File: src/verilog/fsq_settings.svh
`ifndef FSQ_SETTINGS_SVH
`define FSQ_SETTINGS_SVH

// queue geometry
`define FSQ_DEPTH 16
`define FSQ_IDX_W 4

// stream fields
`define VADDR_W 32
// offset of last instruction in a 16-instruction block
`define SIZE_W 4

// commit side
`define COMMIT_NUM_W 3
`define CNT_W 6

`endif

File: src/verilog/fsq_pkg.sv
`include "fsq_settings.svh"

package fsq_pkg;

    // wrap bit on top, slot index below
    typedef struct packed {
        logic dir;
        logic [`FSQ_IDX_W-1:0] idx;
    } fsq_ptr_fld_t;

    // raw view counts through both wraps, so +1 flips dir on its own
    typedef union packed {
        logic [`FSQ_IDX_W:0] raw;
        fsq_ptr_fld_t fld;
    } fsq_ptr_u;

    // one predicted fetch stream
    typedef struct packed {
        logic [`VADDR_W-1:0] start_addr;
        logic [`VADDR_W-1:0] target;
        logic [`SIZE_W-1:0] size;
    } fetch_stream_t;

endpackage

File: src/verilog/fsq_ptr_if.sv
`timescale 1ns/1ps

interface fsq_ptr_if;
    import fsq_pkg::*;

    // queue pointers
    fsq_ptr_u tail;
    fsq_ptr_u search;
    fsq_ptr_u commit;

    // write controls from the tail side
    logic push;
    logic redir_en;
    fsq_ptr_u redir_ptr;

    modport tail_mp (
        output tail,
        output push,
        output redir_en,
        output redir_ptr,
        input commit
    );

    modport issue_mp (
        output search,
        input tail,
        input redir_en,
        input redir_ptr
    );

    modport commit_mp (
        output commit,
        input tail
    );

    modport ram_mp (
        input tail,
        input search,
        input commit,
        input push,
        input redir_en,
        input redir_ptr
    );

endinterface

File: src/verilog/fsq_stream_ram.sv
`timescale 1ns/1ps
`include "fsq_settings.svh"

module fsq_stream_ram (
    input logic clk,
    input logic rst,
    fsq_ptr_if.ram_mp ptr,
    input fsq_pkg::fetch_stream_t wdata,
    input logic [`SIZE_W-1:0] redir_offset,
    input logic [`VADDR_W-1:0] redir_target,
    output fsq_pkg::fetch_stream_t search_stream,
    output fsq_pkg::fetch_stream_t commit_stream
);
    import fsq_pkg::*;

    fetch_stream_t mem [`FSQ_DEPTH];

    // redirect truncates the slot in place, start address kept
    always_ff @(posedge clk) begin
        if (ptr.redir_en) begin
            mem[ptr.redir_ptr.fld.idx].size <= redir_offset;
            mem[ptr.redir_ptr.fld.idx].target <= redir_target;
        end else if (ptr.push) begin
            mem[ptr.tail.fld.idx] <= wdata;
        end
    end

    // cache side and commit side read ports
    assign search_stream = mem[ptr.search.fld.idx];
    assign commit_stream = mem[ptr.commit.fld.idx];

    // tail side never issues both writes together
    a_single_write: assert property (
        @(posedge clk) disable iff (rst)
        !(ptr.push && ptr.redir_en)
    );

endmodule

File: src/verilog/fsq_fetch_issue.sv
`timescale 1ns/1ps
`include "fsq_settings.svh"

module fsq_fetch_issue (
    input logic clk,
    input logic rst,
    fsq_ptr_if.issue_mp ptr,
    input logic cache_ready,
    output logic cache_valid,
    output logic [`FSQ_IDX_W-1:0] cache_idx
);
    import fsq_pkg::*;

    fsq_ptr_u search_q;
    logic accept;
    logic [`FSQ_IDX_W:0] issue_gap;

    // anything between search head and tail is waiting for the cache
    assign cache_valid = (search_q.raw != ptr.tail.raw) && !ptr.redir_en;
    assign accept = cache_valid && cache_ready;
    assign cache_idx = search_q.fld.idx;
    assign ptr.search = search_q;

    always_ff @(posedge clk or posedge rst) begin
        if (rst) begin
            search_q <= '0;
        end else if (ptr.redir_en) begin
            // restart just past the redirected slot
            search_q.raw <= ptr.redir_ptr.raw + 1'b1;
        end else if (accept) begin
            search_q.raw <= search_q.raw + 1'b1;
        end
    end

    // streams still to be issued
    assign issue_gap = ptr.tail.raw - search_q.raw;

    a_search_behind_tail: assert property (
        @(posedge clk) disable iff (rst)
        issue_gap <= `FSQ_DEPTH
    );

endmodule

File: src/verilog/fsq_commit_track.sv
`timescale 1ns/1ps
`include "fsq_settings.svh"

module fsq_commit_track (
    input logic clk,
    input logic rst,
    fsq_ptr_if.commit_mp ptr,
    input logic [`COMMIT_NUM_W-1:0] commit_num,
    input fsq_pkg::fetch_stream_t commit_stream,
    output logic update,
    output logic [`VADDR_W-1:0] update_start_addr,
    output logic [`VADDR_W-1:0] update_target
);
    import fsq_pkg::*;

    fsq_ptr_u commit_q;
    logic [`CNT_W-1:0] pend_cnt;
    logic [`CNT_W-1:0] head_size;
    logic [`CNT_W-1:0] retire_num;
    logic retire;
    // extra top bit catches overflow
    logic [`CNT_W:0] pend_next;

    assign head_size = {{(`CNT_W-`SIZE_W){1'b0}}, commit_stream.size};

    // head stream done once more than size instructions have committed
    assign retire = (pend_cnt > head_size) && (commit_q.raw != ptr.tail.raw);
    assign retire_num = retire ? head_size + 1'b1 : '0;

    assign pend_next = {1'b0, pend_cnt} - {1'b0, retire_num}
                     + {{(`CNT_W+1-`COMMIT_NUM_W){1'b0}}, commit_num};

    assign ptr.commit = commit_q;

    always_ff @(posedge clk or posedge rst) begin
        if (rst) begin
            commit_q <= '0;
            pend_cnt <= '0;
            update <= 1'b0;
        end else begin
            pend_cnt <= pend_next[`CNT_W-1:0];
            update <= retire;
            if (retire) begin
                commit_q.raw <= commit_q.raw + 1'b1;
            end
        end
    end

    // predictor update payload
    always_ff @(posedge clk) begin
        if (retire) begin
            update_start_addr <= commit_stream.start_addr;
            update_target <= commit_stream.target;
        end
    end

    a_pend_no_overflow: assert property (
        @(posedge clk) disable iff (rst)
        !pend_next[`CNT_W]
    );

endmodule

File: src/verilog/fsq_tail_ctrl.sv
`timescale 1ns/1ps
`include "fsq_settings.svh"

module fsq_tail_ctrl (
    input logic clk,
    input logic rst,
    fsq_ptr_if.tail_mp ptr,
    input logic pred_valid,
    input logic redirect_valid,
    input logic [`FSQ_IDX_W-1:0] redirect_idx,
    input logic [`VADDR_W-1:0] redirect_target,
    output logic pred_stall,
    output logic [`FSQ_IDX_W-1:0] pred_idx,
    output logic squash,
    output logic [`VADDR_W-1:0] squash_target
);
    import fsq_pkg::*;

    fsq_ptr_u tail_q;
    fsq_ptr_u redir_ptr;
    logic full;
    logic [`FSQ_IDX_W:0] occupancy;

    // same slot, opposite lap
    assign full = (tail_q.fld.idx == ptr.commit.fld.idx)
               && (tail_q.fld.dir != ptr.commit.fld.dir);
    assign pred_stall = full;
    assign pred_idx = tail_q.fld.idx;

    // predictor writes lose to a redirect
    assign ptr.push = pred_valid && !full && !redirect_valid;
    assign ptr.redir_en = redirect_valid;

    // slot below the commit index has already wrapped
    always_comb begin
        redir_ptr.fld.idx = redirect_idx;
        redir_ptr.fld.dir = (redirect_idx >= ptr.commit.fld.idx) ?
                            ptr.commit.fld.dir : !ptr.commit.fld.dir;
    end

    assign ptr.redir_ptr = redir_ptr;
    assign ptr.tail = tail_q;

    always_ff @(posedge clk or posedge rst) begin
        if (rst) begin
            tail_q <= '0;
            squash <= 1'b0;
        end else begin
            squash <= redirect_valid;
            if (redirect_valid) begin
                tail_q.raw <= redir_ptr.raw + 1'b1;
            end else if (ptr.push) begin
                tail_q.raw <= tail_q.raw + 1'b1;
            end
        end
    end

    always_ff @(posedge clk) begin
        if (redirect_valid) begin
            squash_target <= redirect_target;
        end
    end

    // no push while full keeps live streams within the queue
    assign occupancy = tail_q.raw - ptr.commit.raw;

    a_no_overfill: assert property (
        @(posedge clk) disable iff (rst)
        occupancy <= `FSQ_DEPTH
    );

endmodule

File: src/verilog/fsq_top.sv
`timescale 1ns/1ps
`include "fsq_settings.svh"

module fsq_top (
    input logic clk,
    input logic rst,
    // predictor push
    input logic pred_valid,
    input logic [`VADDR_W-1:0] pred_start_addr,
    input logic [`VADDR_W-1:0] pred_target,
    input logic [`SIZE_W-1:0] pred_size,
    output logic pred_stall,
    output logic [`FSQ_IDX_W-1:0] pred_idx,
    // cache request
    input logic cache_ready,
    output logic cache_valid,
    output logic [`FSQ_IDX_W-1:0] cache_idx,
    output logic [`VADDR_W-1:0] cache_start_addr,
    output logic [`VADDR_W-1:0] cache_target,
    output logic [`SIZE_W-1:0] cache_size,
    // backend redirect and commit
    input logic redirect_valid,
    input logic [`FSQ_IDX_W-1:0] redirect_idx,
    input logic [`SIZE_W-1:0] redirect_offset,
    input logic [`VADDR_W-1:0] redirect_target,
    input logic [`COMMIT_NUM_W-1:0] commit_num,
    // predictor feedback
    output logic squash,
    output logic [`VADDR_W-1:0] squash_target,
    output logic update,
    output logic [`VADDR_W-1:0] update_start_addr,
    output logic [`VADDR_W-1:0] update_target
);
    import fsq_pkg::*;

    fetch_stream_t pred_stream;
    fetch_stream_t search_stream;
    fetch_stream_t commit_stream;

    assign pred_stream.start_addr = pred_start_addr;
    assign pred_stream.target = pred_target;
    assign pred_stream.size = pred_size;

    assign cache_start_addr = search_stream.start_addr;
    assign cache_target = search_stream.target;
    assign cache_size = search_stream.size;

    fsq_ptr_if ptr_bus ();

    fsq_stream_ram i_stream_ram (
        .clk           (clk),
        .rst           (rst),
        .ptr           (ptr_bus.ram_mp),
        .wdata         (pred_stream),
        .redir_offset  (redirect_offset),
        .redir_target  (redirect_target),
        .search_stream (search_stream),
        .commit_stream (commit_stream)
    );

    fsq_fetch_issue i_fetch_issue (
        .clk         (clk),
        .rst         (rst),
        .ptr         (ptr_bus.issue_mp),
        .cache_ready (cache_ready),
        .cache_valid (cache_valid),
        .cache_idx   (cache_idx)
    );

    fsq_commit_track i_commit_track (
        .clk               (clk),
        .rst               (rst),
        .ptr               (ptr_bus.commit_mp),
        .commit_num        (commit_num),
        .commit_stream     (commit_stream),
        .update            (update),
        .update_start_addr (update_start_addr),
        .update_target     (update_target)
    );

    fsq_tail_ctrl i_tail_ctrl (
        .clk             (clk),
        .rst             (rst),
        .ptr             (ptr_bus.tail_mp),
        .pred_valid      (pred_valid),
        .redirect_valid  (redirect_valid),
        .redirect_idx    (redirect_idx),
        .redirect_target (redirect_target),
        .pred_stall      (pred_stall),
        .pred_idx        (pred_idx),
        .squash          (squash),
        .squash_target   (squash_target)
    );

endmodule

File: config.mk
export PLATFORM = sky130hd
export DESIGN_NAME = fsq_top
export DESIGN_NICKNAME = d
export VERILOG_FILES = /design/src/verilog/fsq_pkg.sv /design/src/verilog/fsq_ptr_if.sv /design/src/verilog/fsq_stream_ram.sv /design/src/verilog/fsq_fetch_issue.sv /design/src/verilog/fsq_commit_track.sv /design/src/verilog/fsq_tail_ctrl.sv /design/src/verilog/fsq_top.sv
export VERILOG_INCLUDE_DIRS = /design/src /design/src/verilog
export SDC_FILE = /design/constraint.sdc
export NUM_CORES = 2
export LEC_CHECK = 0
export BUFFER_PORTS_ARGS = -buffer_cell sky130_fd_sc_hd__buf_2
export CAP_MARGIN = 20
export CORE_MARGIN = 8
export CORE_UTILIZATION = 45
export CTS_CLUSTER_SIZE = 12
export DETAILED_ROUTE_END_ITERATION = 10
export PLACE_DENSITY = 0.73
export SLEW_MARGIN = 20
export SYNTH_ARGS = -nofsm -noshare
export SYNTH_HDL_FRONTEND = slang
export SYNTH_HIERARCHICAL = 1
export SYNTH_SLANG_ARGS = --single-unit
export TNS_END_PERCENT = 5
File: constraint.sdc
create_clock -name clk -period 18.5 [get_ports clk]
set_clock_uncertainty 0.1 [all_clocks]
set_input_delay 0.925 -clock clk [delete_from_list [all_inputs] [get_ports clk]]
set_output_delay 0.925 -clock clk [all_outputs]
set_load 0.1 [all_outputs]
==> results.txt <==
----------------------------------------------------
[Power and ir drop]
  Largest vdd supply drop ... roughly 0.00018 V
  Design Power ... 10,500 uW
  Leakage ... roughly 0.020 uW
  Power per unit of standard cell area ... approximately 170 nW/um^2

[Die]
  Y dimension of the die ... 363 um
  Width of the die ... 363 um
  Area of the core ... about 120,000 sq um
  Boundary Pins ... approximately 290
  Starting density of the core ... 45.3%
  Count of standard-cell rows ... 127
  Die area ... 132,000 sq um

[Worst setup path]
  Nature of the critical path startpoint ... flop
  Category of the most critical setup path ... flop to flop
  Stage delay of the slowest cell on the critical path ... 0.97 ns
  Arrival time worst endpoint ... 7.44 ns
  Slowest library cell on the worst path ... sky130_fd_sc_hd__buf_4
  Launch instance of the worst register-to-register path ... i_commit_track/ptr.commit[1]
  Critical path endpoint category ... flop
  Critical path's top delay family ... buffers and inverters
  Worst EP required ... 19.06 ns
  Worst setup path start ... i_commit_track/ptr.commit[1]
  Count of buffer and inverter cells on the critical path ... 5
  Maximum fanout along the worst path ... 64
  Cells along the critical path ... buf_4, buf_4, mux4_2, a22oi_1, nand2_1, inv_1, ha_1, o21ai_1, a21oi_1, nor4_2, a211oi_4, buf_4, and2_1, fa_1, inv_1, ha_1, a21o_1, a21oi_1, o21bai_1, a21oi_1, xnor2_1

[Hold path]
  Startpoint of the tightest hold check path ... redirect_target[21]
  Hold Path Class ... input port to flop

[Clocking]
  Inserted Clock Buffers ... 120
  Sinks on the clock net ... 1,207
  Clock Tree Root ... sky130_fd_sc_hd__clkbuf_16
  H-tree level count ... 3
  Clock insertion delay at the later pin of the skew report ... 0.74 ns
  Buffers from clock root to sink, at most ... 3
  Hold buffer count at cts ... 1
  CTS resizes ... 0
  Post-CTS Setup Inserts ... 0
  Clock transition time at the flip-flop clock pins of the worst setup and hold paths ... 0.06 ns
  CTS tree ... built

[GRT]
  Via count of the first global-routing pass ... 30.7k
  Maximum number of pins on one net before global-route repair ... 163
  Initial antenna violation count ... 6
  Tot GR Track Use ... approximately a fifth
  Global-route wire length before repair ... 206,000 um
  GRT overflow ... 0
  Global routing met3 resource utilization ... under 10%
  Global-route met2 utilization ... 34.4%
  Peak-usage layer in the global routing report ... met2
  Met1 demand-to-capacity share in global routing ... 29.1%

[Final layout]
  Final instance area ... 61,100 sq um
  Area growth syn-to-layout ... 12.7%
  Most frequent standard cell in the layout excluding fill and tap cells ... sky130_fd_sc_hd__edfxtp_1
  Post-route insts no fill ... 4,699
  Total number of nets in the final design ... 3,151
  Filler cells ... 9,403
  Most frequent cells in the layout ... sky130_fd_sc_hd__edfxtp_1, sky130_fd_sc_hd__mux4_2, sky130_fd_sc_hd__buf_2
  Ratio of cells with drive above 1 in the final layout ... 36.1%

[STA]
  Minimum hold slack ... about 0.27 ns
  Maximum clock frequency ... ~150 MHz
  Final setup violation count ... 0
  Max-slew headroom at the worst pin ... 22.8%
  RSZ-0062 raised after global routing ... no
  Part of the cycle the worst path needs ... 37.2%
  Slew at the pin closest to its max-slew limit ... 1.15 ns
  Final Critical Period ... 6.89 ns
  Setup TNS ... 0 ns
  Count of endpoints failing hold in the final timing report ... 0
  Number of slew-limit violations in the final report ... 0

[Synth]
  Synthesized net count ... 2,883
  EDFF count, synth ... 1,184
  Number of library cell types mapped by synthesis ... 55
  Total of warnings raised by yosys ... 6
  Most used flip-flop cell after synthesis ... sky130_fd_sc_hd__edfxtp_1
  Seq cells post-synth ... 1,207
  Share of synthesized flip-flops with an asynchronous set or reset ... 1.91%
  Synth Area per Inst ... slightly below 20 sq um
  Post-Syn Instances ... approximately 2.7k
  Post-Synthesis Cell Area ... between 50,000 and 60,000 sq um
  Register area share after synthesis ... 66.6%

[Detailed routing]
  Router iterations before antenna repair ... 5
  Vias post-DR ... 29.8k
  Total wire length after detailed routing ... 143,000 um
  Number of remaining DRC errors ... 0
  Post-DR vias/cell ... approximately 6.3
  Routed wire length per instance ... 30.5 um
  Post-route antenna net violation count ... 0
  Drt first-iter violations ... around 3.6k

[Placed design]
  Cell area after placement ... 57,600 sq um
  Count of input and output buffers ... between 200 and 300
  Weighted congestion at the end of routability-driven global placement ... 0.775
  # placed instances ... 4,501
  Detailed placement HPWL ... 77,500 um

[Outcome]
  Result of the run ... finished, final reports clean

[Run]
  Max-cap violation count ... 0

----------------------------------------------------
registers in the layout, summed over array words and instances (netlist names):
register and cells:
i_tail_ctrl/squash 1, i_commit_track/pend_cnt 6, i_tail_ctrl/ptr.tail 5, i_commit_track/ptr.commit 5, i_commit_track/update_start_addr 32, i_commit_track/update 1, i_fetch_issue/ptr.search 5, i_stream_ram/mem 1088
i_commit_track/update_target 32, i_tail_ctrl/squash_target 32
where the power goes:
group | leakage [uW] | switching, uW | internal (uW) | total [uW]
sequential | 0.0114 | 170 | 3270 | 3440
clock | 0.00168 | 989 | 1230 | 2220
combinational | 0.00736 | 3400 | 1470 | 4870
per-layer routing:
metal / up-vias / part of all wire [%]
li1: 12174 / -
met1: 15675 / 39
met2: 1686 / 48
met3: 232 / 10
met4: 4 / 2.7
met5: - / 0.015
path summary, 6_finish.rpt:
kind / to / slack, ns / cells after the start
max in group asynchronous: i_commit_track/ptr.commit[1] / 17.14 / 3
worst min register to register: i_fetch_issue/ptr.search[4] / 0.50 / 2
worst max register to register: i_commit_track/pend_cnt[5] / 11.61 / 21
min in group asynchronous: i_fetch_issue/ptr.search[2] / 0.59 / 3
worst max-delay path: i_commit_track/pend_cnt[5] / 11.61 / 21
worst min-delay path: i_tail_ctrl/squash_target[21] / 0.27 / 1
layout make-up:
type | count | area [sq um] | area share, %
multi-input cells | 1295 | 17400 | 28.4
diodes | 8 | 20.0 | 0.0328
repair buffers | 356 | 2000 | 3.27
clock buffers | 153 | 3170 | 5.19
inverters | 32 | 120 | 0.197
clock inverters | 36 | 303 | 0.495
flip-flops and latches | 1207 | 36100 | 59.1
well taps | 1612 | 2020 | 3.30
logic make-up after synthesis:
logic type / Yosys count / share of synthesized area [%]
simple gates: 371 / 3.05
fa+ha+maj: 23 / 0.572
xor+xnor: 39 / 0.671
flops: 1207 / 66.6
compound gates: 306 / 4.21
mux: 556 / 22.8
buf+inv: 242 / 2.05
synth_stat cells (19+ instances only):
cell	n	share of area, %
sky130_fd_sc_hd__inv_1	32	0.22
sky130_fd_sc_hd__xor2_1	19	0.31
sky130_fd_sc_hd__edfxtp_1	1184	66
sky130_fd_sc_hd__a22oi_1	272	3.8
sky130_fd_sc_hd__buf_4	30	0.42
sky130_fd_sc_hd__nor2_1	38	0.26
sky130_fd_sc_hd__ha_1	20	0.46
sky130_fd_sc_hd__mux4_2	544	23
sky130_fd_sc_hd__dfrtp_1	23	1.1
sky130_fd_sc_hd__clkbuf_1	101	0.70
sky130_fd_sc_hd__and2_1	36	0.42
sky130_fd_sc_hd__buf_2	59	0.54
sky130_fd_sc_hd__nand2_1	255	1.8
per-stage QoR:
stage	utilization [%]	setup WS, ns
4_1_cts	51.0	11.64
3_5_place_dp	48.1	11.65
6_report	51.0	11.61
3_3_place_gp	48.1	11.73
2_1_floorplan	-	12.33
5_1_grt	51.0	11.26
Note: power is estimated with default switching activity, not from simulation.
